### src/hdl/osc_meas_pkg.sv
package osc_meas_pkg;

    // sample path
    localparam int SAMPLE_W    = 8;
    localparam int GATE_LEN    = 64;                 // samples per gate window
    localparam int GATE_IDX_W  = 6;
    localparam int EDGE_W      = 7;                  // holds up to GATE_LEN
    localparam int WIN_CNT_W   = 16;

    // apb
    localparam int APB_ADDR_W  = 8;
    localparam int APB_DATA_W  = 32;

    // ctrl register fields
    localparam int CTRL_EN_BIT  = 0;
    localparam int CTRL_MID_LSB = 8;
    localparam logic [SAMPLE_W-1:0] MIDLINE_RST = 8'd128;

    // register offsets
    typedef enum logic [APB_ADDR_W-1:0] {
        REG_CTRL   = 8'h00,                          // enable and midline
        REG_STATUS = 8'h04,                          // completed windows
        REG_MAX    = 8'h08,
        REG_MIN    = 8'h0C,
        REG_VPP    = 8'h10,
        REG_EDGES  = 8'h14
    } reg_addr_e;

    // gate window controller
    typedef enum logic {
        WIN_IDLE = 1'b0,                             // waiting for first sample
        WIN_RUN  = 1'b1
    } win_state_e;

endpackage

### src/hdl/edge_count.sv
`timescale 1ns/10ps

module edge_count
    import osc_meas_pkg::*;
(
    input  logic                cfg_clk,
    input  logic                i_rst_n,
    input  logic [SAMPLE_W-1:0] i_midline,
    input  logic                i_valid,
    input  logic [SAMPLE_W-1:0] i_sample,
    input  logic                i_last,
    input  logic                i_win_done,
    input  logic [SAMPLE_W-1:0] i_max,
    input  logic [SAMPLE_W-1:0] i_min,
    output logic                o_result_valid,
    output logic [SAMPLE_W-1:0] o_max,
    output logic [SAMPLE_W-1:0] o_min,
    output logic [EDGE_W-1:0]   o_edges
);

    logic [SAMPLE_W-1:0] prev_sample;                // carries across windows
    logic [EDGE_W-1:0]   cnt;
    logic                crossing;
    logic [EDGE_W-1:0]   cnt_inc;

    assign crossing = (i_sample >= i_midline) && (prev_sample < i_midline);
    assign cnt_inc  = cnt + EDGE_W'(crossing);

    always_ff @(posedge cfg_clk)
    begin
        if (!i_rst_n)
        begin
            prev_sample    <= '0;
            cnt            <= '0;
            o_result_valid <= 1'b0;
        end
        else
        begin
            o_result_valid <= i_valid && i_win_done;
            if (i_valid)
            begin
                prev_sample <= i_sample;
                if (i_last)
                    cnt <= '0;                       // restart for next window
                else
                    cnt <= cnt_inc;
            end
        end
    end

    // results leave together, one cycle after the last sample
    always_ff @(posedge cfg_clk)
    begin
        if (i_valid && i_win_done)
        begin
            o_max   <= i_max;
            o_min   <= i_min;
            o_edges <= cnt_inc;
        end
    end

    a_done_on_last: assert property (@(posedge cfg_clk) disable iff (!i_rst_n)
        i_win_done |-> (i_valid && i_last));

endmodule

### src/hdl/gate_window.sv
`timescale 1ns/10ps

module gate_window
    import osc_meas_pkg::*;
(
    input  logic                cfg_clk,
    input  logic                i_rst_n,
    input  logic                i_enable,
    input  logic                i_sample_valid,
    input  logic [SAMPLE_W-1:0] i_sample,
    output logic                o_valid,
    output logic [SAMPLE_W-1:0] o_sample,
    output logic                o_first,
    output logic                o_last
);

    win_state_e            state;
    logic [GATE_IDX_W-1:0] idx;                      // position inside window
    logic                  accept;
    logic                  at_last;

    assign accept  = i_sample_valid && i_enable;
    assign at_last = (idx == GATE_IDX_W'(GATE_LEN - 1));

    always_ff @(posedge cfg_clk)
    begin
        if (!i_rst_n)
        begin
            state   <= WIN_IDLE;
            idx     <= '0;
            o_valid <= 1'b0;
            o_first <= 1'b0;
            o_last  <= 1'b0;
        end
        else
        begin
            o_valid <= accept;
            if (!i_enable)
            begin
                state <= WIN_IDLE;                   // partial window dropped
                idx   <= '0;
            end
            else if (accept)
            begin
                o_first <= (state == WIN_IDLE);
                o_last  <= at_last;
                if (at_last)
                begin
                    state <= WIN_IDLE;
                    idx   <= '0;
                end
                else
                begin
                    state <= WIN_RUN;
                    idx   <= idx + 1'b1;
                end
            end
        end
    end

    always_ff @(posedge cfg_clk)
    begin
        if (accept)
            o_sample <= i_sample;
    end

    // idle always sits at the window start
    a_idle_idx: assert property (@(posedge cfg_clk) disable iff (!i_rst_n)
        (state == WIN_IDLE) |-> (idx == '0));

endmodule

### src/hdl/meas_regs.sv
`timescale 1ns/10ps

module meas_regs
    import osc_meas_pkg::*;
(
    input  logic                  cfg_clk,
    input  logic                  i_rst_n,
    // apb slave
    input  logic                  i_psel,
    input  logic                  i_penable,
    input  logic                  i_pwrite,
    input  logic [APB_ADDR_W-1:0] i_paddr,
    input  logic [APB_DATA_W-1:0] i_pwdata,
    output logic [APB_DATA_W-1:0] o_prdata,
    output logic                  o_pready,
    output logic                  o_pslverr,
    // window results
    input  logic                  i_result_valid,
    input  logic [SAMPLE_W-1:0]   i_max,
    input  logic [SAMPLE_W-1:0]   i_min,
    input  logic [EDGE_W-1:0]     i_edges,
    // control back to the sample path
    output logic                  o_enable,
    output logic [SAMPLE_W-1:0]   o_midline
);

    logic                  access;
    logic                  addr_hit;
    logic                  ctrl_wr;
    logic [APB_DATA_W-1:0] rd_mux;
    logic [APB_DATA_W-1:0] ctrl_word;

    logic [SAMPLE_W-1:0]   reg_max;
    logic [SAMPLE_W-1:0]   reg_min;
    logic [SAMPLE_W-1:0]   reg_vpp;
    logic [EDGE_W-1:0]     reg_edges;
    logic [WIN_CNT_W-1:0]  win_cnt;

    assign access  = i_psel && i_penable;                       // access phase
    assign ctrl_wr = access && i_pwrite && (i_paddr == REG_CTRL);

    always_comb
    begin
        ctrl_word = '0;
        ctrl_word[CTRL_EN_BIT] = o_enable;
        ctrl_word[CTRL_MID_LSB +: SAMPLE_W] = o_midline;
    end

    // offset decode
    always_comb
    begin
        addr_hit = 1'b1;
        case (i_paddr)
            REG_CTRL:   rd_mux = ctrl_word;
            REG_STATUS: rd_mux = APB_DATA_W'(win_cnt);
            REG_MAX:    rd_mux = APB_DATA_W'(reg_max);
            REG_MIN:    rd_mux = APB_DATA_W'(reg_min);
            REG_VPP:    rd_mux = APB_DATA_W'(reg_vpp);
            REG_EDGES:  rd_mux = APB_DATA_W'(reg_edges);
            default:
            begin
                addr_hit = 1'b0;
                rd_mux   = '0;
            end
        endcase
    end

    assign o_prdata  = (access && !i_pwrite) ? rd_mux : '0;
    assign o_pready  = 1'b1;                                    // no wait states
    assign o_pslverr = access && !addr_hit;

    // ctrl, only writable register
    always_ff @(posedge cfg_clk)
    begin
        if (!i_rst_n)
        begin
            o_enable  <= 1'b0;
            o_midline <= MIDLINE_RST;
        end
        else if (ctrl_wr)
        begin
            o_enable  <= i_pwdata[CTRL_EN_BIT];
            o_midline <= i_pwdata[CTRL_MID_LSB +: SAMPLE_W];
        end
    end

    // capture finished window
    always_ff @(posedge cfg_clk)
    begin
        if (!i_rst_n)
        begin
            reg_max   <= '0;
            reg_min   <= '0;
            reg_vpp   <= '0;
            reg_edges <= '0;
            win_cnt   <= '0;
        end
        else if (i_result_valid)
        begin
            reg_max   <= i_max;
            reg_min   <= i_min;
            reg_vpp   <= i_max - i_min;                         // max >= min upstream
            reg_edges <= i_edges;
            win_cnt   <= win_cnt + 1'b1;
        end
    end

    a_penable_sel: assert property (@(posedge cfg_clk) disable iff (!i_rst_n)
        i_penable |-> i_psel);

endmodule

### src/hdl/osc_meas_top.sv
`timescale 1ns/10ps

module osc_meas_top
    import osc_meas_pkg::*;
(
    input  logic                  cfg_clk,
    input  logic                  i_rst_n,
    input  logic                  i_sample_valid,
    input  logic [SAMPLE_W-1:0]   i_sample,
    input  logic                  i_psel,
    input  logic                  i_penable,
    input  logic                  i_pwrite,
    input  logic [APB_ADDR_W-1:0] i_paddr,
    input  logic [APB_DATA_W-1:0] i_pwdata,
    output logic [APB_DATA_W-1:0] o_prdata,
    output logic                  o_pready,
    output logic                  o_pslverr
);

    // control from registers
    logic                enable;
    logic [SAMPLE_W-1:0] midline;

    // stage 1 to stage 2
    logic                gw_valid;
    logic [SAMPLE_W-1:0] gw_sample;
    logic                gw_first;
    logic                gw_last;

    // stage 2 to stage 3
    logic                pk_valid;
    logic [SAMPLE_W-1:0] pk_sample;
    logic                pk_last;
    logic                pk_win_done;
    logic [SAMPLE_W-1:0] pk_max;
    logic [SAMPLE_W-1:0] pk_min;

    // stage 3 to registers
    logic                res_valid;
    logic [SAMPLE_W-1:0] res_max;
    logic [SAMPLE_W-1:0] res_min;
    logic [EDGE_W-1:0]   res_edges;

    gate_window i_gate_window (
        .cfg_clk        (cfg_clk),
        .i_rst_n        (i_rst_n),
        .i_enable       (enable),
        .i_sample_valid (i_sample_valid),
        .i_sample       (i_sample),
        .o_valid        (gw_valid),
        .o_sample       (gw_sample),
        .o_first        (gw_first),
        .o_last         (gw_last)
    );

    peak_track i_peak_track (
        .cfg_clk    (cfg_clk),
        .i_rst_n    (i_rst_n),
        .i_valid    (gw_valid),
        .i_sample   (gw_sample),
        .i_first    (gw_first),
        .i_last     (gw_last),
        .o_valid    (pk_valid),
        .o_sample   (pk_sample),
        .o_last     (pk_last),
        .o_win_done (pk_win_done),
        .o_max      (pk_max),
        .o_min      (pk_min)
    );

    edge_count i_edge_count (
        .cfg_clk        (cfg_clk),
        .i_rst_n        (i_rst_n),
        .i_midline      (midline),
        .i_valid        (pk_valid),
        .i_sample       (pk_sample),
        .i_last         (pk_last),
        .i_win_done     (pk_win_done),
        .i_max          (pk_max),
        .i_min          (pk_min),
        .o_result_valid (res_valid),
        .o_max          (res_max),
        .o_min          (res_min),
        .o_edges        (res_edges)
    );

    meas_regs i_meas_regs (
        .cfg_clk        (cfg_clk),
        .i_rst_n        (i_rst_n),
        .i_psel         (i_psel),
        .i_penable      (i_penable),
        .i_pwrite       (i_pwrite),
        .i_paddr        (i_paddr),
        .i_pwdata       (i_pwdata),
        .o_prdata       (o_prdata),
        .o_pready       (o_pready),
        .o_pslverr      (o_pslverr),
        .i_result_valid (res_valid),
        .i_max          (res_max),
        .i_min          (res_min),
        .i_edges        (res_edges),
        .o_enable       (enable),
        .o_midline      (midline)
    );

endmodule

### src/hdl/peak_track.sv
`timescale 1ns/10ps

module peak_track
    import osc_meas_pkg::*;
(
    input  logic                cfg_clk,
    input  logic                i_rst_n,
    input  logic                i_valid,
    input  logic [SAMPLE_W-1:0] i_sample,
    input  logic                i_first,
    input  logic                i_last,
    output logic                o_valid,
    output logic [SAMPLE_W-1:0] o_sample,
    output logic                o_last,
    output logic                o_win_done,
    output logic [SAMPLE_W-1:0] o_max,
    output logic [SAMPLE_W-1:0] o_min
);

    logic [SAMPLE_W-1:0] run_max;
    logic [SAMPLE_W-1:0] run_min;
    logic [SAMPLE_W-1:0] nxt_max;
    logic [SAMPLE_W-1:0] nxt_min;

    // first sample of a window reloads both trackers
    always_comb
    begin
        nxt_max = run_max;
        nxt_min = run_min;
        if (i_first || (i_sample > run_max))
            nxt_max = i_sample;
        if (i_first || (i_sample < run_min))
            nxt_min = i_sample;
    end

    always_ff @(posedge cfg_clk)
    begin
        if (!i_rst_n)
        begin
            o_valid    <= 1'b0;
            o_last     <= 1'b0;
            o_win_done <= 1'b0;
        end
        else
        begin
            o_valid    <= i_valid;
            o_win_done <= i_valid && i_last;
            if (i_valid)
                o_last <= i_last;
        end
    end

    always_ff @(posedge cfg_clk)
    begin
        if (i_valid)
        begin
            o_sample <= i_sample;
            run_max  <= nxt_max;
            run_min  <= nxt_min;
        end
    end

    assign o_max = run_max;                          // final pair lines up with last
    assign o_min = run_min;

    a_peak_order: assert property (@(posedge cfg_clk) disable iff (!i_rst_n)
        o_win_done |-> (o_max >= o_min));

endmodule

### config.mk
export PLATFORM = sky130hd
export DESIGN_NAME = osc_meas_top
export DESIGN_NICKNAME = d
export VERILOG_FILES = /design/src/hdl/osc_meas_pkg.sv /design/src/hdl/edge_count.sv /design/src/hdl/gate_window.sv /design/src/hdl/meas_regs.sv /design/src/hdl/osc_meas_top.sv /design/src/hdl/peak_track.sv
export SDC_FILE = /design/constraint.sdc
export NUM_CORES = 1
export LEC_CHECK = 0
export BUFFER_PORTS_ARGS = -buffer_cell sky130_fd_sc_hd__buf_2
export CELL_PAD_IN_SITES_DETAIL_PLACEMENT = 1
export CELL_PAD_IN_SITES_GLOBAL_PLACEMENT = 1
export CORE_ASPECT_RATIO = 1.2
export CORE_MARGIN = 3
export CORE_UTILIZATION = 44
export CTS_CLUSTER_SIZE = 25
export DETAILED_ROUTE_END_ITERATION = 8
export HOLD_SLACK_MARGIN = 0.12
export MAX_ROUTING_LAYER = met4
export PLACE_DENSITY = 0.8
export SYNTH_ARGS = -nofsm -noshare
export SYNTH_HDL_FRONTEND = slang
export SYNTH_SLANG_ARGS = --single-unit
### constraint.sdc
create_clock -name cfg_clk -period 3.4 [get_ports cfg_clk]
set_input_delay 0.34 -clock cfg_clk [delete_from_list [all_inputs] [get_ports cfg_clk]]
set_output_delay 0.34 -clock cfg_clk [all_outputs]
set_load 0.005 [all_outputs]
==> Word-level counts from Yosys, hierarchy flattened <==
Cells that the tools add are included.
{ "word_totals": {"ff_bits": 140, "input_bits": 54, "output_inout_bits": 34, "wordCells": 65} }
{ "op_classes": {"addsub": 4, "order_cmp": 4, "n_eq_ne": 6, "mux": 6, "n_bitwise": 1, "n_reduce_logical": 19} }
{ "ops": {"columns": ["op", "n"], "rows": [
  ["$pmux W16 S6", 1],
  ["$add A16 B1 Y16 const B", 1],
  ["$eq A8 B4 Y1 const B", 2],
  ["$eq A8 B5 Y1 const B", 2],
  ["$lt A8 B8 Y1", 2],
  ["$mux W16", 1],
  ["$logic_and A1 B1 Y1", 9],
  ["$eq A8 B3 Y1 const B", 1],
  ["$ge A8 B8 Y1", 1],
  ["$gt A8 B8 Y1", 1],
  ["$logic_not A8 Y1", 1],
  ["$reduce_and A2 Y1", 4],
  ["$sub A8 B8 Y8", 1],
  ["$add A7 B1 Y7", 1],
  ["$mux W7", 1],
  ["$add A6 B1 Y6 const B", 1],
  ["$eq A6 B6 Y1 const B", 1],
  ["$mux W6", 1],
  ["$reduce_or A6 Y1", 1],
  ["$logic_not A1 Y1", 2],
  ["$logic_or A1 B1 Y1", 2],
  ["$mux W1", 2],
  ["$not A1 Y1", 1]
]} }

==> Longest topological paths before layout <==
{ "depth": {"word_depth": 5, "depth_mapped": 13, "ltp_nobuf": 13} }

==> Hierarchy <==
Synthesis repeated with hierarchy kept, for this count alone.
{ "hier_totals": {"cells_unflattened": 636, "area_unflattened_um2": 6901.6} }
{ "modules_own_cells": {"columns": ["module", "instances", "cells_per_inst", "area_each_um2", "seq_area_each_um2"], "rows": [
  ["meas_regs", 1, 353, 3266.9, 1121.1],
  ["edge_count", 1, 138, 1756.7, 1011.0],
  ["peak_track", 1, 87, 1196.1, 780.7],
  ["gate_window", 1, 58, 681.9, 440.4]
]} }

==> Least setup slack after synthesis <==
OpenSTA, ideal clock, no wires.
{ "synth_path": {"path_kind": "reg2reg", "start": "reg i_meas_regs.o_midline[5]", "end": "reg i_edge_count.cnt[6]", "setup_time_ns": 0.065, "t_arrival_ns": 2.274, "required_time_ns": 3.335, "path_slack_ns": 1.061, "path_stages_with_launch": 14, "path_buffers": 0, "period_less_slack_ns": 2.339, "path_cell_list": "dfxtp_1 > inv_1 > ha_1 > a21o_1 > a21o_1 > a211oi_1 > o21ai_0 > a21oi_1 > ha_1 > ha_1 > and3_1 > xor2_1 > a21oi_1 > nor2b_1"} }
{ "synth_between": {"elab_chain_cells": 4, "word_cells_on_any_way": 5, "classes_between": "add/sub (1); order compare (2); mux (1); reduce/logical (1)"} }
{ "synth_rtl": {"columns": ["item", "line_no", "rtl"], "rows": [
  ["from (decl)", "meas_regs.sv:24", "output logic [SAMPLE_W-1:0] o_midline"],
  ["from (signal assigned)", "meas_regs.sv:83", "o_midline <= i_pwdata[CTRL_MID_LSB +: SAMPLE_W];"],
  ["$ge A8 B8 Y1 or $lt A8 B8 Y1 (tied branches)", "edge_count.sv:26", "assign crossing = (i_sample >= i_midline) && (prev_sample < i_midline);"],
  ["$logic_and A1 B1 Y1 (*)", "edge_count.sv:26", null],
  ["$add A7 B1 Y7 (*)", "edge_count.sv:27", "assign cnt_inc = cnt + EDGE_W'(crossing);"],
  ["via i_edge_count.cnt_inc[6]", "edge_count.sv:24", "logic [EDGE_W-1:0] cnt_inc;"],
  ["$mux W7 (*)", "edge_count.sv:43", "if (i_last)"],
  ["to (signal assigned)", "edge_count.sv:46", "cnt <= cnt_inc;"],
  ["to (decl)", "edge_count.sv:22", "logic [EDGE_W-1:0] cnt;"]
]} }
The timed path passes the listed nets; every way through them passes the cells marked *.
A chain may end at the register's enable or synchronous reset.

==> Worst setup path after layout <==
Ends and elaborated chain as after synthesis.

==> impl_results.md <==
* Iteration-0 DRC Markers at 227
* Syn Inst Count at 621
* Critical Path AT at 3.15 ns
* Routed WL at 15240 µm
* Reg2Reg Launch Point: i_meas_regs.o_midline[5]
* Grt met2 use at 0.3296
* Pin count of the biggest net entering global routing at 43
* Ant diodes at 0
* Antenna violations before repair at 0
* Vias in the first global route at 4937
* Crit-path cells: inv_1, ha_1, a21o_1, a21o_1, a211oi_1, o21ai_0, a21oi_1, ha_1, ha_1, and3_1, xor2_1, a21oi_1, nor2b_1
* Remaining global-route overflow at 0
* Crit Path Max Fanout at 5
* Post-CTS sizing at 0
* Most crowded layer after global routing: met2
* Synth area leader: dfxtp_1
* P per Cell Area at 445.0 nW/µm²
* Async S/R FF share, synth at 0
* Worst vdd ir at 0.3573 mV
* I/O pin count at 88
* Final hold slack at 0.1358 ns
* GR Layer Usage met3 at 0.04771
* Max Buffers Root-to-Sink at 2
* Dpl hpwl at 10900 µm
* Crit path top cell by count: ha_1
* Die Ht at 142.0 µm
* Lkg Pwr at 3.022 nW
* Final hold vios at 0
* Synth area leaders: dfxtp_1 25%, edfxtp_1 24%, mux2i_1 7.7%
* Hold worst-path end: i_meas_regs.o_midline[7]
* Router iterations before antenna repair at 5
* Port Buffers at 47
* Htree depth at 4
* Number of synthesized register bits at 140
* CP Class: reg -> reg
* Worst setup EP type: flop
* Total setup buffers inserted after CTS at 0
* Die width at 119.3 µm
* Final setup fails at 0
* Via/cell ratio at 5.140
* R2R Path End: i_edge_count.cnt[6]
* Synth Area per Inst at 10.92 µm²
* Startpoint Class: flop
* Synth cell types at 55
* RSZ-0062 raised after global routing: no
* Slew HR at 0.3276
* Area of the core at 15020 µm²
* Total track usage at 0.1944
* Cell Area, Synth at 6780 µm²
* Initial cell density of the core at 0.4514
* Share of layout cells above drive strength 1 at 0.1491
* Period utilisation layout at 0.8232
* MaxCap Viol Count at 0
* Tightest Hold Check Type: in -> reg
* CTS tree: done
* Final Non-Filler Cells at 895
* Wire length per cell at 17.03 µm
* CTS Sinks at 140
* Routability Congestion at 0.8309
* Flop2flop setup slack at 0.60 ns
* Total negative slack at 0 ns
* YS warnings at 0
* Post-synth top area share at 0.2510
* Vias at 4600
* Syn-to-layout area delta at 14.19%
* # rows at 49
* Reg clk slew, reported paths at 0.06 ns
* Met1 usage at 0.2186
* Fin. max-slew vios at 0
* Top_reg_cell synth: dfxtp_1
* CP max stage cell: dfxtp_1
* Crit path required time at 3.76 ns
* Global-route wire length before repair at 25060 µm
* Hold path cells at 3
* Worst clock skew at 0.007339 ns
* Seq/Total Area, Yosys at 0.4946
* Hold Startpoint: i_pwdata[15]
* Fin area at 7742 µm²
* Root Buffer: clkbuf_16
* Final ANT Viol Nets at 0
* Post-synth EDFFs at 55
* Final net count at 774
* Fmax at 357.3 MHz
* DRC Markers at 0
* Place WS at 0.6623 ns
* CTS buffer count at 17
* Setup WS post-layout at 0.6013 ns
* Area after DPL at 7141 µm²
* Worst-skew pair later-pin latency at 0.43 ns
* Reg2Reg Depth at 13
* Slowest cell delay on critical path at 0.37 ns
* Die ar. at 16940 µm²
* Worst Tran Pin Value at 1.009 ns
* Period minus WS final at 2.799 ns
* Cells after DPL at 855
* Status: finished clean
* CTS Hold Bufs at 8
[worst max path at each step]
stage                        startpoint                  end  cells after the start
6_report       i_meas_regs.o_midline[5]  i_edge_count.cnt[6]                     13
5_1_grt        i_meas_regs.o_midline[5]  i_edge_count.cnt[6]                     13
4_1_cts        i_meas_regs.o_midline[5]  i_edge_count.cnt[6]                     13
3_5_place_dp   i_meas_regs.o_midline[5]  i_edge_count.cnt[6]                     13
3_3_place_gp   i_meas_regs.o_midline[5]  i_edge_count.cnt[6]                     13
2_1_floorplan  i_meas_regs.o_midline[5]  i_edge_count.cnt[6]                     13
[synth_stat cells, types with 5 or more instances]
cell / instances
inv_1: 34
xnor2_1: 16
clkbuf_1: 10
nand2_1: 31
ha_1: 41
edfxtp_1: 55
mux2i_1: 52
and3_1: 10
nand3_1: 11
buf_4: 19
nor2_1: 33
xor2_1: 11
dfxtp_1: 85
a21oi_1: 23
a22oi_1: 6
nand4_1: 8
a21o_1: 9
buf_2: 6
o21ai_0: 11
nand3b_1: 6
mux2_2: 13
o211ai_1: 5
and2_1: 18
nor2b_1: 63
[area by class of cell]
class | count | area [µm²]
Tap cell | 204 | 255.2
Multi-Input combinational cell | 424 | 3127
Fill cell | 1650 | 7278
Sequential cell | 140 | 3354
Clock buffer | 20 | 446.7
Timing Repair Buffer | 60 | 352.8
Inverter | 35 | 131.4
Clock inverter | 12 | 75.07
[through the flow]
step / total power, mW / util
floorplan: 1.824 / -
global placement: 1.838 / 0.4754
detailed placement: 1.839 / 0.4754
CTS: 3.475 / 0.5155
global route: 3.563 / 0.5155
finish: 3.445 / 0.5155
[worst max-delay path, delay by kind of cell, from the launching register on]
| kind | cells | cell delay (ns) |
|---|---|---|
| AOI/OAI and AO/OA | 6 | 0.99 |
| adders and majority gates | 3 | 0.77 |
| DFF | 1 | 0.37 |
| and+or+nand+nor | 2 | 0.33 |
| xor gates and xnor gates | 1 | 0.19 |
| buffers and inverters | 1 | 0.08 |
[placed cells by master (no fill, tap or decap), types with 3 or more instances in the layout]
master / instances
edfxtp_1: 55
a22oi_1: 6
dfxtp_1: 84
nor2b_1: 63
nand3_1: 11
o21ai_0: 11
clkbuf_16: 17
clkinv_1: 3
dlygate4sd3_1: 8
nand2_1: 31
and3_1: 10
a31oi_1: 3
nand2b_1: 3
inv_1: 34
a21oi_1: 23
buf_2: 47
buf_4: 5
mux2_2: 13
ha_1: 41
clkinvlp_4: 6
a21o_1: 9
mux2i_1: 52
and2_1: 18
nand3b_1: 6
o211a_1: 3
conb_1: 17
a211oi_1: 3
nor2_1: 33
xnor2_1: 16
nand4_1: 8
o211ai_1: 5
xor2_1: 11
[flip-flops by register name, indices dropped and copies added, names as in the netlist, 6 cells and up]
signal / count
i_meas_regs.win_cnt: 16
i_edge_count.o_max: 8
i_edge_count.o_min: 8
i_edge_count.prev_sample: 8
i_gate_window.o_sample: 8
i_meas_regs.o_midline: 8
i_meas_regs.reg_max: 8
i_meas_regs.reg_min: 8
i_meas_regs.reg_vpp: 8
i_peak_track.o_max: 8
i_peak_track.o_min: 8
i_peak_track.o_sample: 8
i_edge_count.cnt: 7
i_edge_count.o_edges: 7
i_meas_regs.reg_edges: 7
i_gate_window.idx: 6
[cell families (layout without fill, tap and decap cells)]
kind of cell	Yosys count	after routing	synth area share
flops	140	140	0.4946
buf+inv	72	127	0.05352
other cells	2	17	0.001108
mux	66	66	0.1017
compound gates	74	74	0.07178
simple gates	198	198	0.1639
xor+xnor	27	27	0.03488
fa+ha+maj	42	42	0.07861
[layer usage]
metal	vias up	wire length [µm]
li1	2255	-
met1	2232	6626
met2	83	7656
met3	30	538
met4	0	418
met5	-	0
[where the power goes]
group	leakage, nW	total (mW)	internal, mW	switching (mW)
clock	0.237	1.63	0.938	0.696
combinational	1.60	0.0785	0.0363	0.0422
sequential	1.18	1.73	1.73	0.0000842
total	3.02	3.45	2.71	0.739
Power figures use the tool's default switching activity.
